==> src/rtl/glb_consts.svh <==
/*
 * global buffer io side constants
 * channel and bank counts, datapath widths, config field widths
 */
`ifndef GLB_CONSTS_SVH
`define GLB_CONSTS_SVH

// array shape
`define GLB_NUM_IO          2
`define GLB_NUM_BANKS       4
`define GLB_BANKS_PER_IO    2

// datapath
`define GLB_BANK_ADDR_W     8
`define GLB_BANK_SEL_W      2
`define GLB_DATA_W          16

// config bus, upper nibble is feature, lower nibble is register
`define GLB_CFG_ADDR_W      8
`define GLB_CFG_FEATURE_W   4
`define GLB_CFG_REG_W       4
`define GLB_CFG_DATA_W      32
`define GLB_MODE_W          2
`define GLB_NUM_WORDS_W     16

`endif

==> src/rtl/glb_data_pkg.sv <==
/*
 * global buffer datapath types
 * data words, bank word addresses and global addresses
 */
`default_nettype none

`include "glb_consts.svh"

package glb_data_pkg;

    // one cgra / bank word
    typedef logic [`GLB_DATA_W-1:0] data_t;

    // word address inside one bank
    typedef logic [`GLB_BANK_ADDR_W-1:0] bank_addr_t;

    // bank number on top, word address below
    typedef logic [`GLB_BANK_SEL_W+`GLB_BANK_ADDR_W-1:0] glb_addr_t;

endpackage

`default_nettype wire

==> src/rtl/io_bank_if.sv <==
/*
 * io side bundles
 * io_bank_if joins a stream controller to the interconnect,
 * bank_port_if joins the interconnect to one memory bank
 */
`timescale 1ns/1ps
`default_nettype none


interface bank_port_if;
    logic                     wr_en;
    glb_data_pkg::bank_addr_t wr_addr;
    glb_data_pkg::data_t      wr_data;
    logic                     rd_en;
    glb_data_pkg::bank_addr_t rd_addr;
    glb_data_pkg::data_t      rd_data;

    modport net (output wr_en, wr_addr, wr_data, rd_en, rd_addr, input rd_data);
    modport mem (input wr_en, wr_addr, wr_data, rd_en, rd_addr, output rd_data);
endinterface

`default_nettype wire

==> src/rtl/glb_bank.sv <==
/*
 * global buffer memory bank
 * 256 words, one write and one registered read port,
 * read data valid one edge after rd_en
 */
`timescale 1ns/1ps
`default_nettype none

`include "glb_consts.svh"

module glb_bank (
    input  logic      clk,
    input  logic      reset,
    bank_port_if.mem  port
);

    localparam int DEPTH = 2 ** `GLB_BANK_ADDR_W;

    glb_data_pkg::data_t mem [DEPTH];

    always_ff @(posedge clk) begin
        if (port.wr_en) begin
            mem[port.wr_addr] <= port.wr_data;
        end
    end

    // old data on a same-address write
    always_ff @(posedge clk) begin
        if (port.rd_en) begin
            port.rd_data <= mem[port.rd_addr];
        end
    end

    a_rd_addr_known: assert property (
        @(posedge clk) disable iff (reset) port.rd_en |-> !$isunknown(port.rd_addr)
    );

endmodule

`default_nettype wire

==> src/flat_wrapper.sv <==
// flat-port wrapper written by rule: the top's interface ports become plain ports
module glb_bank_flat 
  (clk, reset, port_wr_en, port_wr_addr, port_wr_data, port_rd_en, port_rd_addr, port_rd_data);
  bank_port_if port_i ();
  input  logic clk;
  input  logic reset;
  input wire logic [$bits(port_i.wr_en)-1:0] port_wr_en;
  input wire logic [$bits(port_i.wr_addr)-1:0] port_wr_addr;
  input wire logic [$bits(port_i.wr_data)-1:0] port_wr_data;
  input wire logic [$bits(port_i.rd_en)-1:0] port_rd_en;
  input wire logic [$bits(port_i.rd_addr)-1:0] port_rd_addr;
  output wire logic [$bits(port_i.rd_data)-1:0] port_rd_data;
  assign port_i.wr_en = port_wr_en;
  assign port_i.wr_addr = port_wr_addr;
  assign port_i.wr_data = port_wr_data;
  assign port_i.rd_en = port_rd_en;
  assign port_i.rd_addr = port_rd_addr;
  assign port_rd_data = port_i.rd_data;
  glb_bank u_core (.clk(clk), .reset(reset), .port(port_i));
endmodule
==> config.mk <==
export PLATFORM = sky130hd
export DESIGN_NAME = glb_bank_flat
export DESIGN_NICKNAME = d
export VERILOG_FILES = /design/src/rtl/glb_data_pkg.sv /design/src/rtl/io_bank_if.sv /design/src/rtl/glb_bank.sv /design/src/flat_wrapper.sv
export VERILOG_INCLUDE_DIRS = /design/src /design/src/rtl
export SDC_FILE = /design/constraint.sdc
export NUM_CORES = 2
export LEC_CHECK = 0
export ABC_AREA = 1
export BUFFER_PORTS_ARGS = -buffer_cell sky130_fd_sc_hd__buf_2
export CAP_MARGIN = 20
export CELL_PAD_IN_SITES_DETAIL_PLACEMENT = 1
export CELL_PAD_IN_SITES_GLOBAL_PLACEMENT = 2
export CORE_MARGIN = 5
export CORE_UTILIZATION = 25
export DETAILED_ROUTE_END_ITERATION = 6
export PLACE_DENSITY_LB_ADDON = 0.1
export SKIP_CTS_REPAIR_TIMING = 1
export SYNTH_ARGS = -nofsm -noshare
export SYNTH_HDL_FRONTEND = slang
export SYNTH_SLANG_ARGS = --single-unit
export TNS_END_PERCENT = 50
==> constraint.sdc <==
create_clock -name clk -period 3.1 [get_ports clk]
set_input_delay 0.62 -clock clk [delete_from_list [all_inputs] [get_ports clk]]
set_output_delay 0.62 -clock clk [all_outputs]
set_load 0.01 [all_outputs]
* Word level (Yosys, flattened, before mapping)
Memories as Yosys holds them, arrays and structs flattened. A register that Yosys moved wholly into a read port is not among the register bits. Cells that the tools add are included.
Cells by class: mux-type cells 2
Operators with widths (count):
- 1-bit 2-to-1 mux | 2
Storage, ports and cells: flip-flop bits (word level) 0, RAM bits 4096, input bits 36, output and inout bits 16, logic and storage cells 3, memories 1
Memory list:
- u_core.mem | words 256, bits a word 16, read ports 1, clocked after memory_dff 1, wr ports 1, line glb_bank.sv:19 | glb_data_pkg::data_t mem [DEPTH];

* Depth between registers and ports, before layout
depth in word-level cells 2, mapped depth 15, mapped depth without buffers 11

* Worst setup path before layout
Ideal clock, no wire load.
kind input to register, start point input port_wr_en, end point memory u_core.mem[162][0] (netlist bit) (enable), library setup time 0.388 ns, data arrival time 2.072 ns, required time 2.712 ns, slack 0.640 ns, stages 4, cell sequence clkbuf_1 -> nand3_1 -> clkbuf_1 -> nor2_1
On the way: longest elaborated chain between the ends 2
RTL lines:
- from (decl) | line flat_wrapper.sv:7 | input wire logic [$bits(port_i.wr_en)-1:0] port_wr_en;
- 1-bit 2-to-1 mux | line glb_bank.sv:22 | if (port.wr_en) begin
- 1-bit 2-to-1 mux (implied by the code) | line glb_bank.sv:23 | mem[port.wr_addr] <= port.wr_data;
- to (decl) | line glb_bank.sv:19
No other way between the ends.

==> results.toml <==
[floorplanning]
die_h_um = 824.3
ios = 52
core_um2 = 661800
initial_core_util_pct = 25.05
rows = 299
die_w_um = 824.3
die_area_um2 = 679400

[route]
via_count = 113000
drt-wirelength-per-cell_um = 28.47
ant_nets = 0
drt-total-wl_mm = 678.7
drt_pass1_iterations = 5
avgViaCountPerCell = 4.741
drc = 0
drtIter0Drc = 9314

[layout]
final_core_util_pct = 30.89
synthToLayoutAreaGrowth_pct = 23.34
final_area_um2 = 204400
drive_gt1_share_pct = 15.45
fin_nets = 14740

[critical_path]
crit_top_cell = "nand3_1"
crit_slowest_cell = "buf_12"
cp.arrival_ps = 3580
rr_worst_depth = 12
cp-start-kind = "input pin"
regToRegSetupSlack_ps = 550
required_ps = 4020
cp_cell_sequence = "buf_12, buf_12, buf_12, buf_4, buf_4, nand2_1, nand3_1, nand3_1, nand3_1, nand3_1, nand3_1, buf_4, nand3_1, nand2_1, nand2_1, nand2_1"
critPathTopFamily = "simple AND/OR/NAND/NOR gates"
cp_max_fo = 17
worstSetupEndpointType = "flip-flop"
path_class = "in2reg"
worst-path-buf-inv = 6
rr_endpoint = "u_core.port.rd_data[5]"
critical_path.max_stage_delay_ps = 300
r2r-start = "u_core.mem[80][5]"

[sta]
fin_crit_sh_pct = 85.85
fin_ws_ps = 438.5
slew_headroom_pct = 11.11
drv_slew = 0
setup_viol = 0
worst_pin_slew_ps = 1333
rsz0062_at_grt = "false"
finalClockSkew_ps = 57.85
max_freq_mhz = 375.7
fin_crit_ps = 2661
finalHoldViolations = 0

[global_route]
antenna_found_initial = 69
grt_pass1_wl_mm = 941.9
track_usage_pct = 19.38
grt_pass1_vias = 116500
overflow = 0
grt_max_degree = 84

[logic_synthesis]
synth_edf_count = 4112
synth_ff_type = "edfxtp_1"
synth_top_family_by_area = "simple AND/OR/NAND/NOR gates"
synthMuxAreaShare_pct = 0
yosys.area_share.simple_pct = 22.36
synth.net_count = 13650
netlist_instances = 13620
yosys.area.top_type_share_pct = 74.50
ys_top_cells_by_count = "nand2_1, edfxtp_1, nand3_1"
synthXorXnorAreaFrac_pct = 0
ys_ff_latch = 4112
synth_compound_area_share_pct = 0
syn_area_um2 = 165800
synthArstFlopShare_pct = 0
avgSynthCellArea_um2 = 12.17
ys_warn_count = 0
ys_types = 13
synth_most_common_cell = "nand2_1"
synthAdderAreaFrac_pct = 0
ys_seq_area_share_pct = 74.50
synth_area_leaders = "edfxtp_1, nand3_1, nand2_1"
synth_area_leader_cell = "edfxtp_1"

[clocking]
clk_pin_slew_worst_paths_ps = 60
cts_buffer_depth = 4
numCtsBuffers = 518
clock_latency_ps = 1080
cts_tree = "built"
root_buffer = "clkbuf_16"
cts.sinks = 4112
htree_levels = 6

[place]
placed_area_um2 = 188500
port_buffers = 50
gp_congestion = 0.7898
post-place-ws_ps = -691.8
hpwl_mm = 434.1

[min_path]
holdCritPathClass = "in2reg"
min_to = "u_core.mem[96][5]"
min_from = "port_wr_data[5]"
worstHoldPathCells = 1

[power_and_ir_drop]
p_leak_nw = 71.63
ir_drop_mv = 0.6014
p_clk_share_pct = 44.6
internal-power_mw = 97.12
seqPwrFrac_pct = 47.8
power.density_nw_per_um2 = 627.9
p_sw_mw = 31.24
finalPower_mw = 128.4
combPwrFrac_pct = 7.5
p_sw_share_pct = 24.34

[run_status]
run_status = "completed"

[run]
drv_cap = 0
==> area by class of cell <==
| cell class | instances | area [um2] |
|---|---|---|
| inverter | 39 | 200.2 |
| tap | 8729 | 10920 |
| fill | 70820 | 457400 |
| timing repair buffer | 1499 | 16500 |
| clock buffer | 646 | 13700 |
| antenna | 30 | 75.07 |
| clock inverter | 254 | 2036 |
| sequential | 4112 | 123500 |
| multi-input combinational | 8529 | 37520 |
==> power groups by stage <==
stage	clock network (mW)	registers [mW]	logic (mW)
5_1_grt	61.4	61.4	10.4
2_1_floorplan	0	62.5	3.77
3_3_place_gp	0	62.5	9.87
3_5_place_dp	0	62.5	9.93
4_1_cts	59.1	61.4	9.96
6_report	57.3	61.4	9.68
==> routing by layer <==
layer	share of wire (%)	vias to the layer above	GRT usage (%)
met5	0.0019	-	0
met4	2.2	2	4.141
met3	4.3	685	2.287
met2	47	2305	31.77
met1	47	59040	27.58
li1	-	50980	-
==> worst max-delay path by stage <==
stage / depth (start not counted) / end / start / slack, ps
6_report: 16 / u_core.port.rd_data[7] / port_rd_addr[0] / 440
5_1_grt: 16 / u_core.port.rd_data[7] / port_rd_addr[0] / 390
4_1_cts: 1 / port_rd_data[1] / u_core.port.rd_data[1] / 350
3_5_place_dp: 15 / u_core.port.rd_data[7] / port_rd_addr[1] / -690
3_3_place_gp: 16 / u_core.port.rd_data[5] / port_rd_addr[0] / -800
2_1_floorplan: 4 / u_core.mem[162][0] / port_wr_en / 640
==> cell families (layout without fill, tap and decap cells) <==
logic type / Yosys count / count (layout)
DFF: 4112 / 4112
buffers and inverters: 976 / 2438
and+or+nand+nor: 8529 / 8529
other: 0 / 30
==> per-stage QoR <==
step	hold WS (ps)	TNS, ps	cells
floorplan	718.9	0	13620
global placement	1002	-9252	22900
detailed placement	998.4	-8716	22900
CTS	-188.2	0	23800
global route	13.42	0	23810
finish	54.66	0	23840
==> cells in the final DEF (no fill, tap or decap), drive strengths merged <==
| master | count |
|---|---|
| buf | 1492 |
| bufinv | 19 |
| clkbuf | 646 |
| clkinv | 206 |
| clkinvlp | 5 |
| diode | 30 |
| dlygate4sd3 | 7 |
| edfxtp | 4112 |
| inv | 63 |
| nand2 | 4211 |
| nand3 | 4035 |
| nor2 | 283 |
==> sequential cells by signal, indices dropped and copies added (netlist names) <==
signal / count
u_core.port.rd_data: 16
u_core.mem: 4096
Note: power is estimated with default switching activity, not from simulation.
