===== config.mk =====
export PLATFORM = sky130hd
export DESIGN_NAME = io_controller_flat
export DESIGN_NICKNAME = d
export VERILOG_FILES = /design/src/rtl/glb_data_pkg.sv /design/src/rtl/glb_config_pkg.sv /design/src/rtl/io_bank_if.sv /design/src/rtl/io_controller.sv /design/src/flat_wrapper.sv
export VERILOG_INCLUDE_DIRS = /design/src /design/src/rtl
export SDC_FILE = /design/constraint.sdc
export NUM_CORES = 1
export LEC_CHECK = 0
export BUFFER_PORTS_ARGS = -buffer_cell sky130_fd_sc_hd__buf_2
export CAP_MARGIN = 20
export CORE_ASPECT_RATIO = 1.4
export CORE_MARGIN = 3
export CORE_UTILIZATION = 50
export DETAILED_ROUTE_END_ITERATION = 10
export MAX_ROUTING_LAYER = met4
export PLACE_DENSITY_LB_ADDON = 0.1
export SLEW_MARGIN = 10
export SYNTH_ARGS = -nofsm -noshare
export SYNTH_HDL_FRONTEND = slang
export SYNTH_SLANG_ARGS = --single-unit

===== constraint.sdc =====
create_clock -name clk -period 3.4 [get_ports clk]
set_input_delay 0.34 -clock clk [delete_from_list [all_inputs] [get_ports clk]]
set_output_delay 0.34 -clock clk [all_outputs]
set_load 0.1 [all_outputs]

===== src/rtl/glb_consts.svh =====
/*
 * global buffer io side constants
 * channel and bank counts, datapath widths, config field widths
 */
`ifndef GLB_CONSTS_SVH
`define GLB_CONSTS_SVH

// array shape
`define GLB_NUM_IO          2
`define GLB_NUM_BANKS       4
`define GLB_BANKS_PER_IO    2

// datapath
`define GLB_BANK_ADDR_W     8
`define GLB_BANK_SEL_W      2
`define GLB_DATA_W          16

// config bus, upper nibble is feature, lower nibble is register
`define GLB_CFG_ADDR_W      8
`define GLB_CFG_FEATURE_W   4
`define GLB_CFG_REG_W       4
`define GLB_CFG_DATA_W      32
`define GLB_MODE_W          2
`define GLB_NUM_WORDS_W     16

`endif


===== src/rtl/glb_data_pkg.sv =====
/*
 * global buffer datapath types
 * data words, bank word addresses and global addresses
 */
`default_nettype none

`include "glb_consts.svh"

package glb_data_pkg;

    // one cgra / bank word
    typedef logic [`GLB_DATA_W-1:0] data_t;

    // word address inside one bank
    typedef logic [`GLB_BANK_ADDR_W-1:0] bank_addr_t;

    // bank number on top, word address below
    typedef logic [`GLB_BANK_SEL_W+`GLB_BANK_ADDR_W-1:0] glb_addr_t;

endpackage

`default_nettype wire


===== src/rtl/glb_config_pkg.sv =====
/*
 * global buffer configuration types
 * config bus fields, stream modes and per-channel settings
 */
`default_nettype none

`include "glb_consts.svh"

package glb_config_pkg;

    typedef logic [`GLB_CFG_ADDR_W-1:0] cfg_addr_t;
    typedef logic [`GLB_CFG_DATA_W-1:0] cfg_data_t;
    typedef logic [`GLB_NUM_WORDS_W-1:0] word_count_t;

    // one bit per channel above channel 0
    typedef logic [`GLB_NUM_IO-2:0] switch_sel_t;

    typedef enum logic [`GLB_MODE_W-1:0] {
        IDLE         = 2'd0,
        WRITE_STREAM = 2'd1,
        READ_STREAM  = 2'd2
    } stream_mode_e;

    typedef struct packed {
        stream_mode_e            mode;
        glb_data_pkg::glb_addr_t start_addr;
        word_count_t             num_words;
    } io_ctrl_cfg_t;

endpackage

`default_nettype wire


===== src/rtl/io_bank_if.sv =====
/*
 * io side bundles
 * io_bank_if joins a stream controller to the interconnect,
 * bank_port_if joins the interconnect to one memory bank
 */
`timescale 1ns/1ps
`default_nettype none

interface io_bank_if;
    logic                    wr_en;
    logic                    rd_en;
    glb_data_pkg::glb_addr_t addr;
    glb_data_pkg::data_t     wr_data;
    glb_data_pkg::data_t     rd_data;
    logic                    rd_valid;

    modport ctrl (output wr_en, rd_en, addr, wr_data, input rd_data, rd_valid);
    modport net  (input wr_en, rd_en, addr, wr_data, output rd_data, rd_valid);
endinterface


`default_nettype wire


===== src/rtl/io_controller.sv =====
/*
 * io stream controller, one per channel
 * walks sequential global addresses from start_addr for num_words
 * transfers in write-stream or read-stream mode
 */
`timescale 1ns/1ps
`default_nettype none

module io_controller (
    input  logic                         clk,
    input  logic                         reset,
    input  logic                         start_pulse,
    input  logic                         stall,
    input  logic                         global_stall,
    input  glb_config_pkg::io_ctrl_cfg_t cfg,
    input  logic                         cgra_wr_en,
    input  logic                         cgra_rd_en,
    input  glb_data_pkg::data_t          cgra_wr_data,
    output logic                         cgra_rd_valid,
    output glb_data_pkg::data_t          cgra_rd_data,
    io_bank_if.ctrl                      bank
);

    typedef enum logic [1:0] {
        IDLE,
        ACTIVE,
        DONE
    } ctrl_state_e;

    ctrl_state_e                 state;
    glb_data_pkg::glb_addr_t     addr_q;
    glb_config_pkg::word_count_t count_q;
    glb_config_pkg::word_count_t count_next;
    logic                        halted;
    logic                        accept_wr;
    logic                        accept_rd;

    assign halted = stall | global_stall;

    // a transfer only counts while active and not stalled
    assign accept_wr = (state == ACTIVE) && !halted && cgra_wr_en &&
                       (cfg.mode == glb_config_pkg::WRITE_STREAM);
    assign accept_rd = (state == ACTIVE) && !halted && cgra_rd_en &&
                       (cfg.mode == glb_config_pkg::READ_STREAM);

    assign count_next = count_q + glb_config_pkg::word_count_t'(1);

    always_ff @(posedge clk or posedge reset) begin
        if (reset) begin
            state   <= IDLE;
            addr_q  <= '0;
            count_q <= '0;
        end else if (start_pulse) begin
            addr_q  <= cfg.start_addr;
            count_q <= '0;
            if (cfg.mode == glb_config_pkg::IDLE) begin
                state <= IDLE;
            end else if (cfg.num_words == '0) begin
                state <= DONE;
            end else begin
                state <= ACTIVE;
            end
        end else if (accept_wr || accept_rd) begin
            addr_q  <= addr_q + glb_data_pkg::glb_addr_t'(1);
            count_q <= count_next;
            // last word of the stream
            if (count_next == cfg.num_words) begin
                state <= DONE;
            end
        end
    end

    // request goes out in the same cycle it is accepted
    assign bank.wr_en   = accept_wr;
    assign bank.rd_en   = accept_rd;
    assign bank.addr    = addr_q;
    assign bank.wr_data = cgra_wr_data;

    // in-flight reads still return after done
    assign cgra_rd_valid = bank.rd_valid;
    assign cgra_rd_data  = bank.rd_data;

    a_no_wr_rd_overlap: assert property (
        @(posedge clk) disable iff (reset) !(bank.wr_en && bank.rd_en)
    );

endmodule

`default_nettype wire


===== src/flat_wrapper.sv =====
// flat-port wrapper written by rule: the top's interface ports become plain ports
module io_controller_flat 
  (clk, reset, start_pulse, stall, global_stall, cfg, cgra_wr_en, cgra_rd_en, cgra_wr_data, cgra_rd_valid, cgra_rd_data, bank_wr_en, bank_rd_en, bank_addr, bank_wr_data, bank_rd_data, bank_rd_valid);
  io_bank_if bank_i ();
  input  logic clk;
  input  logic reset;
  input  logic start_pulse;
  input  logic stall;
  input  logic global_stall;
  input  glb_config_pkg::io_ctrl_cfg_t cfg;
  input  logic cgra_wr_en;
  input  logic cgra_rd_en;
  input  glb_data_pkg::data_t cgra_wr_data;
  output logic cgra_rd_valid;
  output glb_data_pkg::data_t cgra_rd_data;
  output wire logic [$bits(bank_i.wr_en)-1:0] bank_wr_en;
  output wire logic [$bits(bank_i.rd_en)-1:0] bank_rd_en;
  output wire logic [$bits(bank_i.addr)-1:0] bank_addr;
  output wire logic [$bits(bank_i.wr_data)-1:0] bank_wr_data;
  input wire logic [$bits(bank_i.rd_data)-1:0] bank_rd_data;
  input wire logic [$bits(bank_i.rd_valid)-1:0] bank_rd_valid;
  assign bank_wr_en = bank_i.wr_en;
  assign bank_rd_en = bank_i.rd_en;
  assign bank_addr = bank_i.addr;
  assign bank_wr_data = bank_i.wr_data;
  assign bank_i.rd_data = bank_rd_data;
  assign bank_i.rd_valid = bank_rd_valid;
  io_controller u_core (.clk(clk), .reset(reset), .start_pulse(start_pulse), .stall(stall), .global_stall(global_stall), .cfg(cfg), .cgra_wr_en(cgra_wr_en), .cgra_rd_en(cgra_rd_en), .cgra_wr_data(cgra_wr_data), .cgra_rd_valid(cgra_rd_valid), .cgra_rd_data(cgra_rd_data), .bank(bank_i));
endmodule

# Yosys cells after proc, flatten, opt, wreduce, memory -nomap -nowiden
# Cells that the tools add are included.
# word_totals
ff_bits,28
latchBits,0
ram_bits,0
romBits,0
in_bits,68
mem_count,0
# op_classes
addsub,2
multipliers,0
div_mod_pow,0
order_cmp,0
eq_ne,4
n_shift,0
muxes,9
bitwise,1
n_reduce_logical,12
# op_table
op,count
16-bit 2-to-1 mux,2
10-bit 2-to-1 mux,2
"16-bit by 1-bit adder with 16-bit output, second input constant",1
16-bit equality test,1
16-bit logical NOT,1
"10-bit by 1-bit adder with 10-bit output, second input constant",1
2-bit 2-to-1 mux,5
1-bit logical AND,5
"2-bit by 1-bit equality test with 1-bit output, second input constant",2
2-bit nonzero test,2
"2-bit equality test, second input constant",1
2-bit logical NOT,1
2-bit AND reduction,1
1-bit logical NOT,1
1-bit logical OR,1
1-bit OR,1

# Logic depth before layout (Yosys ltp)
# Gate-level depths: netlist (run 1).
# logic_depth
word_depth,8
ltp_mapped,8
depth_no_buf,7

# Least setup slack after synthesis (run 1)
# No wires, ideal clock.
# synth_timing
path_kind,reg-to-output
start,register u_core.state[1]
end,output bank_rd_en
arrival_ns,2.186
t_required_ns,3.060
setup_slack_ns,0.874
stages_incl_launch_ff,3
path_cell_list,dfrtp_1 or4b_4 nor2_1
# synth_between
elab_chain_len,4
# synth_lines
element,line_no,rtl
from (decl),io_controller.sv:30,ctrl_state_e state;
from (signal assigned),io_controller.sv:50,state <= IDLE;
from (signal assigned),io_controller.sv:57,state <= IDLE;
from (signal assigned),io_controller.sv:59,state <= DONE;
2-bit by 1-bit equality test with 1-bit output,io_controller.sv:43,assign accept_rd = (state == ACTIVE) && !halted && cgra_rd_en &&
1-bit logical AND (3 in series),io_controller.sv:43,
to (decl),flat_wrapper.sv:17,output wire logic [$bits(bank_i.rd_en)-1:0] bank_rd_en;
# Every way passes these cells.

# Final worst setup path (run 1)
# layout_timing
start,register u_core.count_q[0]
end,register u_core.state[0]
# layout_between
elab_chain_len,4
# layout_lines
element,line_no,rtl
from (decl),io_controller.sv:32,glb_config_pkg::word_count_t count_q;
from (signal assigned),io_controller.sv:65,count_q <= count_next;
16-bit by 1-bit adder with 16-bit output,io_controller.sv:46,assign count_next = count_q + glb_config_pkg::word_count_t'(1);
16-bit equality test,io_controller.sv:67,if (count_next == cfg.num_words) begin
2-bit nonzero test (no source line),-,
2-bit AND reduction (no source line),-,
to (signal assigned),io_controller.sv:50,
to (signal assigned),io_controller.sv:57,
to (signal assigned),io_controller.sv:68,state <= DONE;
# Every way passes these cells.
# A chain may end at the register's enable or synchronous reset.

==> impl_results.md, run 1 <==
* Initial antenna violation count at 0
* Clock buffers created by TritonCTS at 3
* Worst reg-to-reg setup slack at 0.98 ns
* Wire length of the first global-routing pass at 8630 um
* Worst EP required at 3.55 ns
* Worst vdd ir at 0.234 mV
* # fillers at 445
* Final antenna-violating net count at 0
* Area share of the leading cell type in the synthesized netlist at 30.7%
* Setup Skew at 0.00457 ns
* Library cell with the largest summed area after synthesis: sky130_fd_sc_hd__dfrtp_1
* Share of final-layout standard cells stronger than drive strength 1 at 22.6%
* Number of max-capacitance violations reported at 0
* Actual transition at the worst max-transition pin at 0.660 ns
* Std-Cell Core Area at 4310 um2
* Simple logic cell fraction of the synthesized area at 25.0%
* Total vias in the final route at 1,859
* Die span in y at 86.0 um
* Multi-input combinational cell area at 1240 um2
* Clock Pin Slew Worst Setup and Hold Paths at 0.10 ns
* Syn Nets at 339
* Setup repair after global routing missed its margin: no
* Area used by sequential logic in the layout at 701 um2
* Final critical-path required period at 2.42 ns
* Number of synthesized register bits at 28
* Layout overhead on the synthesized area at 3.12%
* Synthesized instance count at 269
* TritonCTS clock tree: done
* Class of the tightest hold or removal check: input port to async pin
* Arrival time at the worst endpoint at 2.57 ns
* Highest attainable clock frequency at 413 MHz
* Drt pass-1 iters at 4
* Most frequently used flop master after synthesis: sky130_fd_sc_hd__dfrtp_1
* Adder-Cell Fraction of Synth Area at 1.10%
* Worst Slack Setup Final at 0.978 ns
* Die X-Extent at 63.1 um
* Total die area at 5430 um2
* Register share of total power at 47.5%
* Met3 routing resource usage after global routing at 2.75%
* Total detailed-routing wirelength at 5090 um
* Category of the worst setup path launch point: register
* Input/output buffers at 46
* Busiest layer in global routing: met2
* Average cell area after synthesis at 8.49 um2
* Sort of element at the end of the critical path: register
* Worst Setup Path Type: register to register
* Total power after layout at 0.000756 W
* Internal power summed over all cells at 0.000499 W
* Fraction of the yosys area taken by sequential cells at 30.7%
* Count of flip-flops with a built-in enable after synthesis at 0
* Final weighted congestion in routability-driven placement at 0.912
* Number of gates given a new drive strength after cts at 0
* P_leak at 1.01 nW
* Syn. warnings at 0
* Syn Std Cell Area at 2280 um2
* Cell at the root of the clock tree: sky130_fd_sc_hd__clkbuf_8
* Largest incremental delay on the critical path at 0.48 ns
* Total half-perimeter wirelength after legalization and detailed placement at 3940 um
* Headroom to the max-slew limit at 56.0%
* Cell types occupying the most area after synthesis: sky130_fd_sc_hd__dfrtp_1 (31%), sky130_fd_sc_hd__buf_4 (12%), sky130_fd_sc_hd__xor2_1 (11%)
* Share of the synthesized netlist area taken by xor and xnor gates at 17.6%
* Maximum number of pins on one net before global-route repair at 41
* Via count of the first global-routing pass at 1,888
* Power dissipated by switching net loads at 0.000257 W
* Switching portion of total power at 34.0%
* Cell Pwr Density at 321 nW/um2
* Number of primary I/O pins at 113
* DRC violation total after the first TritonRoute iteration at 108
* Ratio of final minimum period to clock period at 71.2%
* Relative contribution of the clock network to total power at 27.8%
* Global routing usage on met1 at 23.9%
* Per-cell via count in the routed design at 5.57
* Hold-fix buffers at CTS at 0
* Setup WS pre-CTS at 1.06 ns
* Run status: finished clean
* Unique cell type count in the Yosys netlist at 47
* Overflow left after global routing at 0
* Buffer levels on the longest clock path at 2
* Slowest stage cell on the critical path: sky130_fd_sc_hd__dfrtp_1
* Combinational group share of total power at 24.7%
* Accumulated negative setup slack at 0 ns
* CTS HTree Levels at 1
* Number of DRC violations after detailed routing at 0
* Layout net count at 345
* Final max-slew violation count at 0
* Combinational family with the most area after synthesis: simple AND/OR/NAND/NOR gates
* Effective utilization at floorplan at 53.0%
* Diode insertion count for antenna repair at 0
* Placement Rows at 28
* CTS Sinks at 28
* Sum of buffers and inverters on the critical path at 0
* Share of the synthesized area in compound gates (AO/OA/AOI/OAI) at 9.21%
* Met2 usage at 32.8%
* Multiplexer share of the synthesized area at 1.32%
* Hold Fails Final Rpt at 0
* Total setup violations reported at the end of the flow at 0
* Cell family with most CP delay: simple AND/OR/NAND/NOR gates
* Average detailed-routed wire length per instance at 15.2 um
* Post-CTS setup buffer count at 0
* Sequence of cells on the critical path: ha_1 -> nand4_2 -> nor4_1 -> xor2_1 -> o311ai_0 -> and4_1 -> a22oi_1
* Global router's overall resource usage at 20.4%
* Clock latency on the worst-skew pair at 0.27 ns
* Post-synthesis async set-or-reset flop share at 100%
* Critical Path Fanout Max at 7
==> cells in the mapped netlist, types with 2 or more instances <==
library cell and n:
sky130_fd_sc_hd__inv_1 5, sky130_fd_sc_hd__o211ai_1 2, sky130_fd_sc_hd__dfrtp_1 28, sky130_fd_sc_hd__and3_1 2
sky130_fd_sc_hd__a21o_1 3, sky130_fd_sc_hd__clkbuf_1 4, sky130_fd_sc_hd__a21oi_1 4, sky130_fd_sc_hd__xor2_1 28
sky130_fd_sc_hd__nor2_1 23, sky130_fd_sc_hd__ha_1 2, sky130_fd_sc_hd__nand2_1 22, sky130_fd_sc_hd__buf_2 6
sky130_fd_sc_hd__and4_1 4, sky130_fd_sc_hd__and2_1 3, sky130_fd_sc_hd__a22oi_1 2, sky130_fd_sc_hd__nand3_1 11
sky130_fd_sc_hd__nand2b_1 3, sky130_fd_sc_hd__xnor2_1 18, sky130_fd_sc_hd__o21ai_0 13, sky130_fd_sc_hd__nand4_1 11
sky130_fd_sc_hd__buf_4 35, sky130_fd_sc_hd__nand3b_1 2, sky130_fd_sc_hd__a211o_1 2, sky130_fd_sc_hd__nor4_1 7
sky130_fd_sc_hd__nor3_1 5, sky130_fd_sc_hd__mux2i_1 3
==> layer usage <==
| layer | vias up | routed length (um) |
|---|---|---|
| met5 | - | 0 |
| met4 | 0 | 245 |
| met3 | 22 | 243 |
| met2 | 75 | 2450 |
| met1 | 864 | 2150 |
| li1 | 898 | - |
==> logic make-up after synthesis <==
kind of cell / count (synthesis)
DFF: 28
buffers and inverters: 52
adders and majority gates: 2
xor gates and xnor gates: 46
muxes: 3
and+or+nand+nor: 105
AOI/OAI and AO/OA: 33
==> power by group through the flow <==
stage                     logic [W]  registers [W]  clock network (W)
final                      0.000187       0.000359           0.000210
after floorplan            0.000237       0.000443                  0
after CTS                  0.000189       0.000359           0.000216
after detailed placement   0.000188       0.000365                  0
after global placement     0.000183       0.000366                  0
after global routing       0.000201       0.000361           0.000226
==> path summary, 6_finish.rpt <==
kind	cells after the start	start	to
max	7	u_core.count_q[0]$_DFFE_PP0P_	u_core.state[0]$_DFFE_PP0P_
min	2	reset	u_core.bank.addr[9]$_DFFE_PP0P_
max reg2reg	7	u_core.count_q[0]$_DFFE_PP0P_	u_core.state[0]$_DFFE_PP0P_
min reg2reg	2	u_core.count_q[15]$_DFFE_PP0P_	u_core.count_q[15]$_DFFE_PP0P_
max in group asynchronous	3	reset	u_core.count_q[6]$_DFFE_PP0P_
min in group clk	3	cfg[19]	u_core.bank.addr[3]$_DFFE_PP0P_
==> sequential cells by signal (all words and copies together) (netlist names) <==
signal	flops
u_core.bank.addr	10
u_core.count_q	16
u_core.state	2
==> stage by stage <==
stage	instance area (um2)	hold slack [ns]	std cells	util, %
2_1_floorplan	2280	0.405	269	-
3_3_place_gp	2270	0.545	329	52.7
3_5_place_dp	2300	0.378	330	53.4
4_1_cts	2350	0.0743	334	54.6
5_1_grt	2350	0.0802	334	54.6
6_report	2350	0.0630	334	54.6
==> layout by cell type (no fill, tap or decap), types with 2 or more instances in the layout <==
master / Yosys / final
sky130_fd_sc_hd__xnor2_1: 18 / 18
sky130_fd_sc_hd__nand2b_1: 3 / 3
sky130_fd_sc_hd__o21ai_0: 13 / 13
sky130_fd_sc_hd__a21oi_1: 4 / 4
sky130_fd_sc_hd__nand2_1: 22 / 22
sky130_fd_sc_hd__nor3_1: 5 / 5
sky130_fd_sc_hd__dfrtp_1: 28 / 28
sky130_fd_sc_hd__clkbuf_8: 0 / 4
sky130_fd_sc_hd__ha_1: 2 / 2
sky130_fd_sc_hd__inv_1: 5 / 5
sky130_fd_sc_hd__o211ai_1: 2 / 2
sky130_fd_sc_hd__a22oi_1: 2 / 2
sky130_fd_sc_hd__nand4_1: 11 / 11
sky130_fd_sc_hd__buf_2: 6 / 46
sky130_fd_sc_hd__a21o_1: 3 / 3
sky130_fd_sc_hd__nor4_1: 7 / 7
sky130_fd_sc_hd__and3_1: 2 / 2
sky130_fd_sc_hd__a211o_1: 2 / 2
sky130_fd_sc_hd__nand3b_1: 2 / 2
sky130_fd_sc_hd__nor2_1: 23 / 23
sky130_fd_sc_hd__and4_1: 4 / 4
sky130_fd_sc_hd__and2_1: 3 / 3
sky130_fd_sc_hd__mux2i_1: 3 / 3
sky130_fd_sc_hd__nand3_1: 11 / 11
sky130_fd_sc_hd__xor2_1: 28 / 28
==> cell type report <==
class / count / share of cell area [%]
tap: 60 / 3.19
sequential: 28 / 29.8
clock buffer: 4 / 2.34
inverter: 5 / 0.797
multi-input combinational: 189 / 52.7
timing repair buffer: 48 / 11.3
No activity file was read; power rests on OpenSTA's default activity.
==> inputs of run 2 (changes only) <==
Settings changed: CORE_UTILIZATION 50 to 42.
Clock period 3.4 ns to 1.95 ns, I/O delays scaled along.
==> run 2 against run 1 <==
Critical path depth is the same. Sequential cell count is the same. Via count grew 4.8%. Register-to-register slack lost 0.97 ns. Core utilization shrank 2.0 points. Setup slack lost 0.97 ns. Count of clock-buffer cells in the layout shrank 1. Critical path type unchanged. Highest routed layer unchanged.
==> impl_results.md, run 2 (synthesis results as in run 1) <==
* Number of DRC violations after detailed routing at 0
* Number of primary I/O pins at 113
* Via count of the first global-routing pass at 2,041
* Cell family with most CP delay: simple AND/OR/NAND/NOR gates
* Number of max-capacitance violations reported at 0
* Per-cell via count in the routed design at 5.22
* Sequence of cells on the critical path: ha_4 -> and4_4 -> nand2_1 -> a21oi_1 -> or3b_2 -> a22oi_2 -> a22oi_1
* Final critical-path required period at 1.94 ns
* Flip-flop count of the largest register, all copies and words added at 16
* Total vias in the final route at 1,948
* Overflow left after global routing at 0
* Ratio of final minimum period to clock period at 99.4%
* Initial antenna violation count at 0
* Cell at the root of the clock tree: sky130_fd_sc_hd__clkbuf_8
* Commonest cells after routing, fill and taps aside: sky130_fd_sc_hd__buf_2 (44), sky130_fd_sc_hd__buf_4 (33), sky130_fd_sc_hd__xor2_1 (28)
* Largest incremental delay on the critical path at 0.49 ns
* DRC violation total after the first TritonRoute iteration at 93
* Setup repair after global routing missed its margin: yes
* Buffer levels on the longest clock path at 2
* Wire length of the first global-routing pass at 9650 um
* Std-Cell Core Area at 5200 um2
* Layout net count at 378
* Drt pass-1 iters at 4
* CTS HTree Levels at 1
* Run status: finished clean
* Final worst hold slack at 0.106 ns
* Final weighted congestion in routability-driven placement at 0.827
* Die X-Extent at 68.3 um
* Final max-slew violation count at 0
* Average detailed-routed wire length per instance at 15.8 um
* Layout overhead on the synthesized area at 19.9%
* Global router's overall resource usage at 20.6%
* Input/output buffers at 46
* Worst vdd ir at 0.333 mV
* Clock Pin Slew Worst Setup and Hold Paths at 0.10 ns
* Arrival time at the worst endpoint at 2.10 ns
* Total half-perimeter wirelength after legalization and detailed placement at 4430 um
* Total die area at 6370 um2
* Placement Rows at 31
* Setup WS pre-CTS at -0.0632 ns
* Slowest stage cell on the critical path: sky130_fd_sc_hd__or3b_2
* Worst Slack Setup Final at 0.0113 ns
* CTS Sinks at 28
* # fillers at 532
* Clock latency on the worst-skew pair at 0.28 ns
* Cell Pwr Density at 525 nW/um2
* Worst Setup Path Type: register to register
* Total setup violations reported at the end of the flow at 0
* Diode insertion count for antenna repair at 0
* Sum of buffers and inverters on the critical path at 0
* Highest attainable clock frequency at 516 MHz
* Category of the worst setup path launch point: register
* Critical Path Fanout Max at 5
* Total detailed-routing wirelength at 5880 um
* Setup Skew at 0.00496 ns
* Final antenna-violating net count at 0
* P_leak at 1.21 nW
* Clock buffers created by TritonCTS at 3
* Headroom to the max-slew limit at 67.5%
* Total power after layout at 0.00144 W
* Effective utilization at floorplan at 43.9%
* Sort of element at the end of the critical path: register
* Die span in y at 93.2 um
* Worst EP required at 2.12 ns
* Share of final-layout standard cells stronger than drive strength 1 at 36.5%
* TritonCTS clock tree: done
* Hold Fails Final Rpt at 0
* Largest reg by FF count: u_core.count_q
* Most common cell after layout, fill and taps aside: sky130_fd_sc_hd__buf_2
* Actual transition at the worst max-transition pin at 0.491 ns
* Class of the tightest hold or removal check: input port to register
* Maximum number of pins on one net before global-route repair at 40
## run 2: cell count changes in the layout (fill, tap and decap cells not counted), sizes merged
cell	before	now
dlygate4sd3	0	1
buf	48	80
bufinv	0	1
clkbuf	4	3
## run 2: area by class of cell
class | count | area (um2) | share of cell area (%)
multi-input combinational | 189 | 1330 | 48.5
sequential | 28 | 707 | 25.8
timing repair buffer | 81 | 529 | 19.3
tap | 66 | 82.6 | 3.02
clock buffer | 3 | 41.3 | 1.51
clock inverter | 1 | 30.0 | 1.10
inverter | 5 | 18.8 | 0.686
## run 2: timing repair
item / in CTS / in global routing
pin swaps: 0 / 13
buffers inserted: 0 / 2
endpoints found under the setup margin: 11 / 18
hold endpoints to repair: 28 / 0
hold buffers: 1 / 0
resized for setup: 5 / 16
## run 2: path summary, 6_finish.rpt
path                                                    start                         endpoint  slack (ns)  cells past startpoint
worst max-delay path            u_core.count_q[1]$_DFFE_PP0P_      u_core.state[0]$_DFFE_PP0P_        0.01                      7
min in group asynchronous                               reset    u_core.count_q[6]$_DFFE_PP0P_        0.52                      4
max in group asynchronous                               reset    u_core.count_q[4]$_DFFE_PP0P_        1.13                      4
worst min register to register    u_core.state[0]$_DFFE_PP0P_      u_core.state[0]$_DFFE_PP0P_        0.59                      2
worst max register to register  u_core.count_q[1]$_DFFE_PP0P_      u_core.state[0]$_DFFE_PP0P_        0.01                      7
worst min-delay path                                  cfg[16]  u_core.bank.addr[0]$_DFFE_PP0P_        0.11                      3
## run 2: worst register-to-register path, stage by stage (launching register included)
cell and delay, ns:
sky130_fd_sc_hd__dfrtp_1 0.43, sky130_fd_sc_hd__ha_4 0.19, sky130_fd_sc_hd__and4_4 0.22, sky130_fd_sc_hd__nand2_1 0.10
sky130_fd_sc_hd__a21oi_1 0.07, sky130_fd_sc_hd__or3b_2 0.49, sky130_fd_sc_hd__a22oi_2 0.25, sky130_fd_sc_hd__a22oi_1 0.09
## run 2: where the power goes
part	total, W	switching [W]	internal, W
Sequential	0.000625	0.0000230	0.000602
Clock	0.000471	0.000195	0.000275
Combinational	0.000342	0.000248	0.0000938
## run 2: per-layer routing
metal / part of all wire [%] / track usage [%] / wire length (um) / vias up
li1: - / - / - / 961
met1: 41 / 24.6 / 2430 / 925
met2: 52 / 34.4 / 3080 / 53
met3: 3.9 / 2.28 / 229 / 9
met4: 2.4 / 8.79 / 142 / 0
met5: 0 / - / 0 / -
## run 2: stage by stage
step	setup TNS, ns	instance area [um2]	util (%)	instances
floorplan	-0.862	2310	-	269
global placement	0	2570	49.4	366
detailed placement	-0.148	2570	49.4	366
CTS	0	2670	51.3	371
global route	-0.263	2740	52.7	373
finish	0	2740	52.7	373
